<file path="src/common/uop_settings.svh">
// Sizes and fixed register numbers for the micro-op front end; include wherever they are needed
`ifndef UOP_SETTINGS_SVH
`define UOP_SETTINGS_SVH

// ==============================
// Group sizing
// ==============================

// Micro-op slots in one expanded group
`define UOP_GROUP_MAX 8
// Width of a group count
`define UOP_COUNT_W 3

// ==============================
// Fixed registers and limits
// ==============================

// Loop counter, decremented ahead of counted branches
`define LC_REG 5'd12
// Scratch register for carry-in-plus-out chains
`define TMP_REG 5'd15
// Most instructions one carry prefix can cover
`define CARRY_SPAN_MAX 4

`endif
</file>
<file path="src/common/uop_pkg.sv">
// Shared types of the micro-op front end; modules import it inside their bodies
`include "uop_settings.svh"

package uop_pkg;

	// ==============================
	// Opcodes
	// ==============================

	// Small subset, one or two per class
	typedef enum logic [6:0] {
		OP_NOP   = 7'h00,
		OP_BRK   = 7'h01,
		OP_ADD   = 7'h04,
		OP_SUBF  = 7'h05,
		OP_AND   = 7'h08,
		OP_OR    = 7'h09,
		OP_SHIFT = 7'h0C,
		OP_CMP   = 7'h0D,
		OP_MOV   = 7'h0E,
		OP_LOAD  = 7'h40,
		OP_STORE = 7'h48,
		OP_FLT   = 7'h50,
		OP_BCC   = 7'h60,
		// Carry prefix, consumed by the tracker
		OP_CARRY = 7'h7E
	} opcode_e;

	// ==============================
	// Instruction word
	// ==============================

	// Fields listed from bit 31 down to bit 0
	typedef struct packed {
		// Selects the 13-bit immediate over rs2
		logic        imm_flag;
		// rs2 in bits 4:0, or the whole immediate
		logic [12:0] rs2_imm;
		// Record bit, asks for a compare to zero
		logic        rec;
		logic [4:0]  rs1;
		// Destination, or branch condition in bits 2:0
		logic [4:0]  rd;
		opcode_e     opcode;
	} instruction_t;

	// ==============================
	// Micro-op
	// ==============================

	typedef struct packed {
		// Group count in slot 0, zero elsewhere
		logic [`UOP_COUNT_W-1:0] num;
		// Bank extension of rd
		logic [1:0]              xrd;
		// Bank extension of the second source
		logic [1:0]              xrs;
		// Extended op, 0 normal and 1 AGC
		logic [3:0]              xop;
		instruction_t            ins;
	} micro_op_t;

	// Carry chaining state handed from the prefix tracker
	typedef struct packed {
		logic       carry_in;
		logic       carry_out;
		// Bank in bits 6:5, register in bits 4:0
		logic [6:0] carry_reg;
	} carry_state_t;

	// Branch conditions that skip the loop-counter decrement
	localparam logic [2:0] NO_DEC_A = 3'd2;
	localparam logic [2:0] NO_DEC_B = 3'd5;

endpackage

</file>
<file path="src/source/uop_front_end.sv">
// Top of the micro-op front end, chaining prefix tracker, expander and sequencer
`timescale 1ns/1ps
`include "uop_settings.svh"

module uop_front_end (
	input  logic                  clk,
	input  logic                  rst_n,
	input  logic                  in_valid,
	output logic                  in_ready,
	input  uop_pkg::instruction_t in_ir,
	output logic                  uop_valid,
	output uop_pkg::micro_op_t    uop_out,
	input  logic                  out_ready
);
	import uop_pkg::*;

	// Tracker to expander and sequencer
	logic                           fwd_valid;
	carry_state_t                   cur_carry;
	// Expander to sequencer
	micro_op_t [`UOP_GROUP_MAX-1:0] grp;
	logic [`UOP_COUNT_W-1:0]        grp_count;

	// ==============================
	// Pipeline
	// ==============================

	carry_prefix_tracker u_tracker (
		.clk       (clk),
		.rst_n     (rst_n),
		.in_valid  (in_valid),
		.in_ready  (in_ready),
		.in_ir     (in_ir),
		.fwd_valid (fwd_valid),
		.cur_carry (cur_carry)
	);

	uop_expander u_expander (
		.ir        (in_ir),
		.carry     (cur_carry),
		.grp       (grp),
		.grp_count (grp_count)
	);

	uop_sequencer u_sequencer (
		.clk       (clk),
		.rst_n     (rst_n),
		.fwd_valid (fwd_valid),
		.grp       (grp),
		.grp_count (grp_count),
		.in_ready  (in_ready),
		.uop_valid (uop_valid),
		.uop_out   (uop_out),
		.out_ready (out_ready)
	);

endmodule

</file>
<file path="src/source/uop_sequencer.sv">
// Holds one expanded micro-op group and issues it one micro-op per transfer under back-pressure
`timescale 1ns/1ps
`include "uop_settings.svh"

module uop_sequencer (
	input  logic                                    clk,
	input  logic                                    rst_n,
	input  logic                                    fwd_valid,
	input  uop_pkg::micro_op_t [`UOP_GROUP_MAX-1:0] grp,
	input  logic [`UOP_COUNT_W-1:0]                 grp_count,
	output logic                                    in_ready,
	output logic                                    uop_valid,
	output uop_pkg::micro_op_t                      uop_out,
	input  logic                                    out_ready
);
	import uop_pkg::*;

	// Captured group, payload only
	micro_op_t [`UOP_GROUP_MAX-1:0] grp_q;
	// Slot currently on the output
	logic [`UOP_COUNT_W-1:0]        idx_q;
	// Micro-ops still to go, zero when empty
	logic [`UOP_COUNT_W-1:0]        left_q;
	logic                           xfer;
	logic                           last_xfer;
	logic                           load;

	// ==============================
	// Handshakes
	// ==============================

	assign uop_valid = (left_q != '0);
	assign uop_out = grp_q[idx_q];
	assign xfer = uop_valid && out_ready;
	// Final micro-op of the group leaves this cycle
	assign last_xfer = xfer && (left_q == `UOP_COUNT_W'(1));
	// Empty, or emptying now, so back-to-back groups have no gap
	assign in_ready = !uop_valid || last_xfer;
	assign load = fwd_valid && in_ready;

	// ==============================
	// Issue state
	// ==============================

	always_ff @(posedge clk)
	begin
		if (!rst_n)
		begin
			idx_q <= '0;
			left_q <= '0;
		end
		else if (load)
		begin
			// New group starts at slot 0
			idx_q <= '0;
			left_q <= grp_count;
		end
		else if (xfer)
		begin
			idx_q <= idx_q + `UOP_COUNT_W'(1);
			left_q <= left_q - `UOP_COUNT_W'(1);
		end
	end

	always_ff @(posedge clk)
	begin
		if (load)
			grp_q <= grp;
	end

	// Stalled output must not change
	a_hold_on_stall: assert property (@(posedge clk) disable iff (!rst_n)
		uop_valid && !out_ready |=> uop_valid && $stable(uop_out));

endmodule

</file>
<file path="src/source/carry_prefix_tracker.sv">
// Consumes carry-prefix words and supplies carry state to the instructions the prefix covers
`timescale 1ns/1ps
`include "uop_settings.svh"

module carry_prefix_tracker (
	input  logic                  clk,
	input  logic                  rst_n,
	input  logic                  in_valid,
	input  logic                  in_ready,
	input  uop_pkg::instruction_t in_ir,
	output logic                  fwd_valid,
	output uop_pkg::carry_state_t cur_carry
);
	import uop_pkg::*;

	// Span counts 0 up to the prefix limit
	localparam int SPAN_W = $clog2(`CARRY_SPAN_MAX + 1);

	carry_state_t      carry_q;
	logic [SPAN_W-1:0] span_q;
	logic              is_prefix;
	logic              accept;

	// Only place a prefix is recognized
	assign is_prefix = (in_ir.opcode == OP_CARRY);
	assign accept = in_valid && in_ready;

	// Prefix words stop here
	assign fwd_valid = in_valid && !is_prefix;
	// Stale state is hidden once the span runs out
	assign cur_carry = (span_q != '0) ? carry_q : '0;

	// ==============================
	// Prefix state
	// ==============================

	always_ff @(posedge clk)
	begin
		if (!rst_n)
		begin
			carry_q <= '0;
			span_q <= '0;
		end
		else if (accept)
		begin
			if (is_prefix)
			begin
				// rs1 bit 0 is carry-in, bit 1 carry-out
				carry_q.carry_in <= in_ir.rs1[0];
				carry_q.carry_out <= in_ir.rs1[1];
				// Prefix names a bank-0 register
				carry_q.carry_reg <= {2'b00, in_ir.rd};
				// Covers 1 to 4 following instructions
				span_q <= SPAN_W'(in_ir.rs2_imm[1:0]) + SPAN_W'(1);
			end
			else if (span_q != '0)
				span_q <= span_q - SPAN_W'(1);
		end
	end

	a_span_limit: assert property (@(posedge clk) disable iff (!rst_n)
		span_q <= SPAN_W'(`CARRY_SPAN_MAX));

endmodule

</file>
<file path="src/expander/uop_expander.sv">
// Combinational expansion of one instruction and its carry state into a micro-op group and count
`timescale 1ns/1ps
`include "uop_settings.svh"

module uop_expander (
	input  uop_pkg::instruction_t                      ir,
	input  uop_pkg::carry_state_t                      carry,
	output uop_pkg::micro_op_t [`UOP_GROUP_MAX-1:0]    grp,
	output logic [`UOP_COUNT_W-1:0]                    grp_count
);
	import uop_pkg::*;

	// Extended op codes
	localparam logic [3:0] XOP_AGC = 4'd1;
	// Compare kinds, carried in rs2_imm bits 6:5 of a compare
	localparam logic [1:0] CMP_INT = 2'd0;
	localparam logic [1:0] CMP_FLT = 2'd2;

	// Builds a derived instruction, record bit always clear
	function automatic instruction_t mk_ins(opcode_e op, logic [4:0] rd, logic [4:0] rs1,
		logic imm_flag, logic [12:0] rs2_imm);
		instruction_t r;
		r.imm_flag = imm_flag;
		r.rs2_imm = rs2_imm;
		r.rec = 1'b0;
		r.rs1 = rs1;
		r.rd = rd;
		r.opcode = op;
		return r;
	endfunction

	// Compare of ir.rd against register 0
	// CR field number goes in rd, register 0 in rs2_imm bits 4:0
	function automatic instruction_t mk_cmp(logic [4:0] src, logic [1:0] kind, logic [2:0] cr);
		return mk_ins(OP_CMP, {2'b00, cr}, src, 1'b0, {6'd0, kind, 5'd0});
	endfunction

	// ==============================
	// Expansion
	// ==============================

	always_comb
	begin
		// Unused slots stay zero
		grp = '0;
		// Default is a plain pass-through
		grp_count = `UOP_COUNT_W'(1);
		grp[0].ins = ir;
		case (ir.opcode)
		OP_AND, OP_OR, OP_SHIFT, OP_MOV, OP_LOAD:
			if (ir.rec)
			begin
				// Integer compare into CR0
				grp[1].ins = mk_cmp(ir.rd, CMP_INT, 3'd0);
				grp_count = `UOP_COUNT_W'(2);
			end
		OP_FLT:
			if (ir.rec)
			begin
				// Float compare into CR1
				grp[1].ins = mk_cmp(ir.rd, CMP_FLT, 3'd1);
				grp_count = `UOP_COUNT_W'(2);
			end
		OP_ADD, OP_SUBF:
		begin
			case ({carry.carry_out, carry.carry_in})
			2'b01:
			begin
				// op rd, rs1, carry_reg
				grp[0].xrs = carry.carry_reg[6:5];
				grp[0].ins = mk_ins(ir.opcode, ir.rd, ir.rs1, 1'b0,
					{8'd0, carry.carry_reg[4:0]});
				// op rd, rd, rs2 or imm
				grp[1].ins = mk_ins(ir.opcode, ir.rd, ir.rd, ir.imm_flag, ir.rs2_imm);
				grp_count = `UOP_COUNT_W'(2);
			end
			2'b10:
			begin
				// AGC into the carry register first
				grp[0].xrd = carry.carry_reg[6:5];
				grp[0].xop = XOP_AGC;
				grp[0].ins.rd = carry.carry_reg[4:0];
				grp[0].ins.rec = 1'b0;
				// Then the original instruction
				grp[1].ins = ir;
				grp_count = `UOP_COUNT_W'(2);
			end
			2'b11:
			begin
				// Sum with carry-in built in TMP
				grp[0].xrs = carry.carry_reg[6:5];
				grp[0].ins = mk_ins(ir.opcode, `TMP_REG, ir.rs1, 1'b0,
					{8'd0, carry.carry_reg[4:0]});
				grp[1].ins = mk_ins(ir.opcode, `TMP_REG, `TMP_REG, ir.imm_flag, ir.rs2_imm);
				// Partial sum in rd feeds the carry generate
				grp[2].xrs = carry.carry_reg[6:5];
				grp[2].ins = mk_ins(ir.opcode, ir.rd, ir.rs1, 1'b0,
					{8'd0, carry.carry_reg[4:0]});
				// AGC carry_reg, rd, rs2 or imm
				grp[3].xrd = carry.carry_reg[6:5];
				grp[3].xop = XOP_AGC;
				grp[3].ins = mk_ins(ir.opcode, carry.carry_reg[4:0], ir.rd, ir.imm_flag,
					ir.rs2_imm);
				// Final sum back into rd
				grp[4].ins = mk_ins(OP_MOV, ir.rd, `TMP_REG, 1'b0, 13'd0);
				grp_count = `UOP_COUNT_W'(5);
			end
			default:
			begin
				// No carry flags, pass-through stands
			end
			endcase
			// Record bit closes any add sequence with a CR0 compare
			if (ir.rec)
			begin
				grp[grp_count].ins = mk_cmp(ir.rd, CMP_INT, 3'd0);
				grp_count = grp_count + `UOP_COUNT_W'(1);
			end
		end
		OP_BCC:
			if (ir.rd[2:0] != NO_DEC_A && ir.rd[2:0] != NO_DEC_B)
			begin
				// ADD LC, LC, -1 ahead of the branch
				grp[0].ins = mk_ins(OP_ADD, `LC_REG, `LC_REG, 1'b1, 13'h1FFF);
				grp[1].ins = ir;
				grp_count = `UOP_COUNT_W'(2);
			end
		default:
		begin
			// Everything else passes through
		end
		endcase
		// Count rides in slot 0 only
		grp[0].num = grp_count;
		// Longest path is the five-op carry chain plus its compare
		assert (grp_count >= `UOP_COUNT_W'(1) && grp_count <= `UOP_COUNT_W'(6))
		else $error("expander count %0d out of range", grp_count);
	end

endmodule

</file>
<file path="config.mk">
export PLATFORM = sky130hd
export DESIGN_NAME = uop_front_end
export DESIGN_NICKNAME = d
export VERILOG_FILES = /design/src/common/uop_pkg.sv /design/src/source/uop_front_end.sv /design/src/source/uop_sequencer.sv /design/src/source/carry_prefix_tracker.sv /design/src/expander/uop_expander.sv
export VERILOG_INCLUDE_DIRS = /design/src /design/src/common
export SDC_FILE = /design/constraint.sdc
export NUM_CORES = 1
export LEC_CHECK = 0
export BUFFER_PORTS_ARGS = -buffer_cell sky130_fd_sc_hd__buf_2
export CORE_ASPECT_RATIO = 2
export CORE_MARGIN = 5
export CORE_UTILIZATION = 40
export CTS_BUF_LIST = sky130_fd_sc_hd__clkbuf_16
export CTS_CLUSTER_SIZE = 14
export DETAILED_ROUTE_END_ITERATION = 16
export GPL_ROUTABILITY_DRIVEN = 0
export PLACE_DENSITY = 0.61
export RECOVER_POWER = 25
export SKIP_LAST_GASP = 1
export SLEW_MARGIN = 20
export SYNTH_ARGS = -nofsm -noshare
export SYNTH_HDL_FRONTEND = slang
export SYNTH_SLANG_ARGS = --single-unit
</file>
<file path="constraint.sdc">
create_clock -name clk -period 5.5 [get_ports clk]
set_input_delay 0.55 -clock clk [delete_from_list [all_inputs] [get_ports clk]]
set_output_delay 0.55 -clock clk [all_outputs]
set_load 0.01 [all_outputs]
</file>
# Word-level counts from Yosys, hierarchy flattened
# Index checks and enable logic that the tools add are counted.
dict set report op_classes {
  eq_ne 16
  order_cmp 3
  mux 47
  reduce_logical 24
  n_addsub 5
  bitwise 1
}
# operator count
set op_table {}
lappend op_table {{$bwmux W344} 1}
lappend op_table {{$mux W204} 1}
lappend op_table {{$mux W32} 6}
lappend op_table {{$bmux W43 S3} 1}
lappend op_table {{$demux W43 S3} 1}
lappend op_table {{$pmux W32 S4} 1}
lappend op_table {{$pmux W32 S3} 1}
lappend op_table {{$pmux W32 S2} 1}
lappend op_table {{$mux W43} 1}
lappend op_table {{$mux W36} 1}
lappend op_table {{$mux W33} 1}
lappend op_table {{$eq A7 B4 Y1 const B} 4}
lappend op_table {{$eq A7 B7 Y1 const B} 4}
lappend op_table {{$mux W14} 2}
lappend op_table {{$mux W25} 1}
lappend op_table {{$mux W23} 1}
lappend op_table {{$mux W3} 6}
lappend op_table {{$mux W17} 1}
lappend op_table {{$mux W16} 1}
lappend op_table {{$mux W2} 8}
lappend op_table {{$eq A7 B3 Y1 const B} 2}
lappend op_table {{$mux W5} 2}
lappend op_table {{$pmux W5 S2} 1}
lappend op_table {{$mux W9} 1}
lappend op_table {{other kinds (26)} 46}
dict set report totals {
  elab_cells 182
  in_bits 36
  reg_bits 360
  out_inout_bits 45
}

# Logic depth before layout (Yosys ltp)
dict set report depth {
  word_depth 13
  ltp_mapped 10
  ltp_nobuf 10
}

# Cells and area by module
# Synthesis repeated with hierarchy kept, for this count alone.
dict set report hier_totals {
  cells_unflattened 1124
  area_unflattened_um2 17296.6
}
# mod cells_each n_inst area_each_um2
set by_module_without_submodules {}
lappend by_module_without_submodules {uop_sequencer 544 1 13302.8}
lappend by_module_without_submodules {uop_expander 500 1 3321.9}
lappend by_module_without_submodules {carry_prefix_tracker 80 1 671.9}

# Worst setup path after synthesis
# Ideal clock, no wire load.
dict set report synth_timing {
  kind {input -> register}
  from {input port out_ready}
  to {register u_sequencer.left_q[0]}
  t_arrival_ns 5.689
  setup_slack_ns -0.318
  setup_time_ns 0.128
  n_path_buf 1
  required_ns 5.372
  stages 6
  path_cell_list {a21oi_1 > nor3b_4 > nor2b_1 > clkbuf_1 > o21ai_0 > a31oi_1}
}
dict set report synth_between {
  elab_chain_len 5
}
# item line
set synth_lines {}
lappend synth_lines {{start, declared} uop_front_end.sv:13} ;# input logic out_ready
lappend synth_lines {{$logic_and A1 B1 Y1 (*)} uop_sequencer.sv:34} ;# assign xfer = uop_valid && out_ready;
lappend synth_lines {{$logic_and A1 B1 Y1 (*)} uop_sequencer.sv:36} ;# assign last_xfer = xfer && (left_q == `UOP_COUNT_W'(1));
lappend synth_lines {{$logic_or A1 B1 Y1 (*)} uop_sequencer.sv:38} ;# assign in_ready = !uop_valid || last_xfer;
lappend synth_lines {{$logic_and A1 B1 Y1 (*)} uop_sequencer.sv:39} ;# assign load = fwd_valid && in_ready;
lappend synth_lines {{named net u_sequencer.load} uop_sequencer.sv:26} ;# logic load;
lappend synth_lines {{$mux W3 or $reduce_bool A2 Y1 (tied branches)} -}
lappend synth_lines {{end signal, assigned} uop_sequencer.sv:56} ;# left_q <= grp_count;
lappend synth_lines {{end signal, assigned} uop_sequencer.sv:61} ;# left_q <= left_q - `UOP_COUNT_W'(1);
lappend synth_lines {{end, declared} uop_sequencer.sv:23} ;# logic [`UOP_COUNT_W-1:0] left_q;
# The timed path passes the listed nets; every way through them passes the cells marked *.
# A chain may end at the register's enable or synchronous reset.

# Final worst setup path
dict set report layout_timing {
  from {register u_sequencer.left_q[0]}
  to {register u_sequencer.grp_q[52] (netlist bit), enable pin}
}
dict set report layout_between {
  elab_chain_len 5
}
# item line
set layout_lines {}
lappend layout_lines {{$reduce_bool A3 Y1} uop_sequencer.sv:32} ;# assign uop_valid = (left_q != '0);
lappend layout_lines {{$logic_and A1 B1 Y1} uop_sequencer.sv:34}
lappend layout_lines {{$logic_and A1 B1 Y1} uop_sequencer.sv:36}
lappend layout_lines {{$logic_or A1 B1 Y1 (*)} uop_sequencer.sv:38}
lappend layout_lines {{$logic_and A1 B1 Y1 (*)} uop_sequencer.sv:39}
lappend layout_lines {{end signal, assigned} uop_sequencer.sv:68} ;# grp_q <= grp;
lappend layout_lines {{end, declared} uop_sequencer.sv:19} ;# micro_op_t [`UOP_GROUP_MAX-1:0] grp_q;
# Every way passes the cells marked *; elsewhere a longest branch is shown, timed or not.

==> summary.txt <==
Cells and area
  – # fillers: 1739
  – Utilization of the core after routing: 46.7%
  – Share of cells above drive strength 1: 21.3%
  – Diode insertion count for antenna repair: 0
  – Final Net Count: 745
  – Multi-input gate area: 3010 um2
  – FF/Latch Area: 4410 um2
  – Synth-to-Final Area Change: 15.0%
  – Post-route insts no fill: 964

Global routing
  – Number of antenna violations at the first check in global routing: 0
  – GRT overflow: 0
  – Global-route wire length before repair: 30.7 mm
  – Maximum number of pins on one net before global-route repair: 51
  – Overall track demand over capacity in global routing: 18.5%
  – Via count of the first global-routing pass: 5549

Routing
  – Total length of routed met2 wires: 11.2 mm
  – Top sig layer: met4
  – First-pass iteration count of the detailed router: 5
  – First DRT Iteration DRCs: 433
  – Remaining DRCs: 0
  – Wire length on met1: 6.83 mm
  – Count of antenna-violating nets left after detailed routing: 0
  – DRT Wirelength: 19.9 mm
  – Final routed wire length divided by cell count: 20.6 um
  – Via count of the routed design: 5302
  – Routed length on met3: 1.07 mm
  – Routed via count divided by cell count: 5.50

Floorplanning
  – Floorplan Core Area: 18800 um2
  – Num rows: 71
  – Overall die area: 22100 um2
  – Initial Utilization: 40.6%
  – I/O pins: 81
  – Die extent in x: 108 um
  – Floorplan die height: 206 um

Clock tree
  – Root Buffer: sky130_fd_sc_hd__clkbuf_16
  – Post-cts hold buffer count: 0
  – Clk_lat worst skew: 0.43 ns
  – Maximum clock path buffer count: 2
  – Clock tree from TritonCTS: built
  – Number of cells upsized or downsized after cts: 0
  – CTS buffer count: 17
  – Buffer count from post-CTS setup fixing: 0
  – Clock Sink Count: 152
  – Worst-path clk slew: 0.07 ns
  – Number of levels the H-tree was split into: 4

Critical path
  – Critical Path Start: u_sequencer.left_q[0]
  – Critical path buffers and inverters: 2
  – Arrival time at the worst endpoint: 4.20 ns
  – Launching element type of the critical path: flip-flop
  – Cell-by-cell trace of the critical path: inv_1 > ha_1 > a21oi_1 > nor3b_4 > nor2b_1 > clkbuf_1
  – Critical path's top delay family: buffers and inverters
  – Required @ worst endpoint: 5.51 ns
  – Max incr delay on CP: 1.48 ns
  – WS Path Type: reg2reg
  – Slowest cell on crit path: sky130_fd_sc_hd__clkbuf_1
  – Worst reg2reg path startpoint: u_sequencer.left_q[0]
  – Maximum fanout encountered on the critical timing path: 36
  – Capturing element type of the critical path: flip-flop

Place
  – Number of placed cells counting well taps: 932
  – Worst slack at placement: 2.21 ns
  – Number of buffer cells added on primary ports: 73
  – Total half-perimeter wirelength after legalization and detailed placement: 14.0 mm

STA
  – Final slew viol count: 91
  – Transition time at the pin with the least slew margin: 1.96 ns
  – Worst Setup Slack, final: 1.32 ns
  – Setup total negative slack: 0 ns
  – Setup repair after global routing missed its margin: no
  – Shortest period the worst path allows: 4.18 ns
  – Share of the cycle needed by the critical path after routing: 76.1%
  – Number of failing hold endpoints at the final stage: 0
  – Count of final setup violators: 0
  – Worst clock skew: 0.0130 ns
  – Peak clock frequency supported by timing: 239 MHz
  – Relative slew slack: -30.4%

Pwr
  – Static leakage: 3.30 nW
  – P per Cell Area: 450 nW/um2
  – Peak ir drop on the vdd network: 0.000215 V

Synthesis
  – Sequential fraction of the synthesis area: 57.6%
  – Number of synthesized flops with an enable pin: 136
  – Primary flip-flop cell chosen by synthesis mapping: sky130_fd_sc_hd__edfxtp_1
  – Largest cells by area after synthesis: sky130_fd_sc_hd__edfxtp_1 (53%), sky130_fd_sc_hd__mux4_2 (5.0%), sky130_fd_sc_hd__dfxtp_1 (4.2%), sky130_fd_sc_hd__nor2_1 (3.0%), sky130_fd_sc_hd__and2_1 (2.7%)
  – Cell type with the highest aggregate area in the netlist: sky130_fd_sc_hd__edfxtp_1
  – Post-synthesis sequential element count: 152
  – FFs w/ async S/R, synth: 0%
  – Total standard cell area after synthesis: 7650 um2
  – Share of Yosys cell area claimed by the top area cell type: 53.4%
  – Count of yosys warnings during synthesis: 0
  – Post-synthesis instance total: 630
  – Average footprint of a synthesized cell: 12.1 um2
  – Cell variety after synth: 63

Min path
  – Startpoint of the worst hold path: in_ir[28]
  – Worst hold path class: in2reg

Job
  – Number of max-capacitance violations reported: 3

Outcome
  – Result of the run: finished, violations left
  – Violations in the final reports: max-capacitance violations, max-slew violations
worst register-to-register path: stages, from the launching register on:
cell and delay [ns]:
sky130_fd_sc_hd__dfxtp_1 0.34, sky130_fd_sc_hd__inv_1 0.10, sky130_fd_sc_hd__ha_1 0.18, sky130_fd_sc_hd__a21oi_1 0.09, sky130_fd_sc_hd__nor3b_4 0.41, sky130_fd_sc_hd__nor2b_1 1.16
sky130_fd_sc_hd__clkbuf_1 1.48
power by group:
| group | internal [mW] | leakage [nW] | switching [mW] |
|---|---|---|---|
| Clock | 0.616 | 0.294 | 0.546 |
| Sequential | 1.67 | 1.45 | 0.143 |
| Combinational | 0.402 | 1.55 | 0.583 |
| Total | 2.68 | 3.30 | 1.27 |
routing by layer:
metal  up-vias  track usage (%)
met5         -                0
met4         0             9.48
met3        56             3.64
met2       234             35.0
met1      2560             18.8
li1       2452                -
synthesized netlist by cell type (7+ instances only):
master and n:
sky130_fd_sc_hd__nor2b_1 23, sky130_fd_sc_hd__and2_1 33, sky130_fd_sc_hd__mux2_2 16, sky130_fd_sc_hd__mux4_2 17
sky130_fd_sc_hd__nand3_1 22, sky130_fd_sc_hd__buf_4 8, sky130_fd_sc_hd__clkbuf_1 24, sky130_fd_sc_hd__o21ai_0 22
sky130_fd_sc_hd__ha_1 13, sky130_fd_sc_hd__edfxtp_1 136, sky130_fd_sc_hd__buf_2 9, sky130_fd_sc_hd__inv_1 14
sky130_fd_sc_hd__mux2i_1 13, sky130_fd_sc_hd__o21a_1 12, sky130_fd_sc_hd__a21boi_0 9, sky130_fd_sc_hd__a221o_1 9
sky130_fd_sc_hd__a21oi_1 27, sky130_fd_sc_hd__nand2_1 35, sky130_fd_sc_hd__dfxtp_1 16, sky130_fd_sc_hd__a22oi_1 11
sky130_fd_sc_hd__nor2_1 61, sky130_fd_sc_hd__nand2b_1 7, sky130_fd_sc_hd__and3_1 23
flip-flops by register name (all words and copies together) (netlist names):
signal,flops
u_sequencer.grp_q,136
u_sequencer.idx_q,3
u_sequencer.left_q,3
u_tracker.carry_q,7
u_tracker.span_q,3
cell usage in the layout, fill, tap and decap left out, types with 6 or more instances in the layout:
cell type	synthesis	routed
sky130_fd_sc_hd__edfxtp_1	136	136
sky130_fd_sc_hd__buf_2	9	69
sky130_fd_sc_hd__nor2_1	61	61
sky130_fd_sc_hd__nand2_1	35	35
sky130_fd_sc_hd__and2_1	33	32
sky130_fd_sc_hd__a21oi_1	27	27
sky130_fd_sc_hd__o21ai_0	22	23
sky130_fd_sc_hd__nor2b_1	23	23
sky130_fd_sc_hd__and3_1	23	23
sky130_fd_sc_hd__nand3_1	22	22
sky130_fd_sc_hd__mux4_2	17	17
sky130_fd_sc_hd__clkbuf_16	0	17
sky130_fd_sc_hd__mux2_2	16	16
sky130_fd_sc_hd__dfxtp_1	16	15
sky130_fd_sc_hd__inv_1	14	14
sky130_fd_sc_hd__conb_1	1	14
sky130_fd_sc_hd__mux2i_1	13	13
sky130_fd_sc_hd__ha_1	13	13
sky130_fd_sc_hd__o21a_1	12	12
sky130_fd_sc_hd__a22oi_1	11	11
sky130_fd_sc_hd__a21boi_0	9	10
sky130_fd_sc_hd__a221o_1	9	9
sky130_fd_sc_hd__nand2b_1	7	7
sky130_fd_sc_hd__inv_8	0	7
sky130_fd_sc_hd__nor3_1	5	6
sky130_fd_sc_hd__a21o_1	5	6
sky130_fd_sc_hd__clkbuf_1	24	6
final cells by class:
class,instances,share of cell area (%)
flip-flops and latches,152,50.1
multi-input cells,430,34.2
clock buffers,17,4.84
repair buffers,80,4.61
well taps,255,3.63
clock inverters,15,1.95
inverters,15,0.640
stage by stage:
step / power [mW] / hold slack [ns] / area (um2)
6_report: 3.96 / 0.425 / 8790
5_1_grt: 4.16 / 0.418 / 8790
3_3_place_gp: 2.80 / 0.456 / 8220
2_1_floorplan: 2.48 / 0.441 / 7700
4_1_cts: 4.01 / 0.404 / 8820
3_5_place_dp: 2.85 / 0.476 / 8220
cells by family after synthesis:
family | share of synthesized area (%)
fa+ha+maj | 2.13
flops | 57.6
simple gates | 16.1
buf+inv | 3.58
compound gates | 10.9
mux | 9.07
xor+xnor | 0.573
other cells | 0.0490
final timing paths:
path	end	slack [ns]	cells after the start
worst max-delay path	u_sequencer.grp_q[52]	1.32	6
worst min-delay path	u_sequencer.grp_q[28]	0.42	2
worst max register to register	u_sequencer.grp_q[52]	1.32	6
worst min register to register	u_tracker.carry_q[8]	0.49	2
Power figures use the tool's default switching activity.
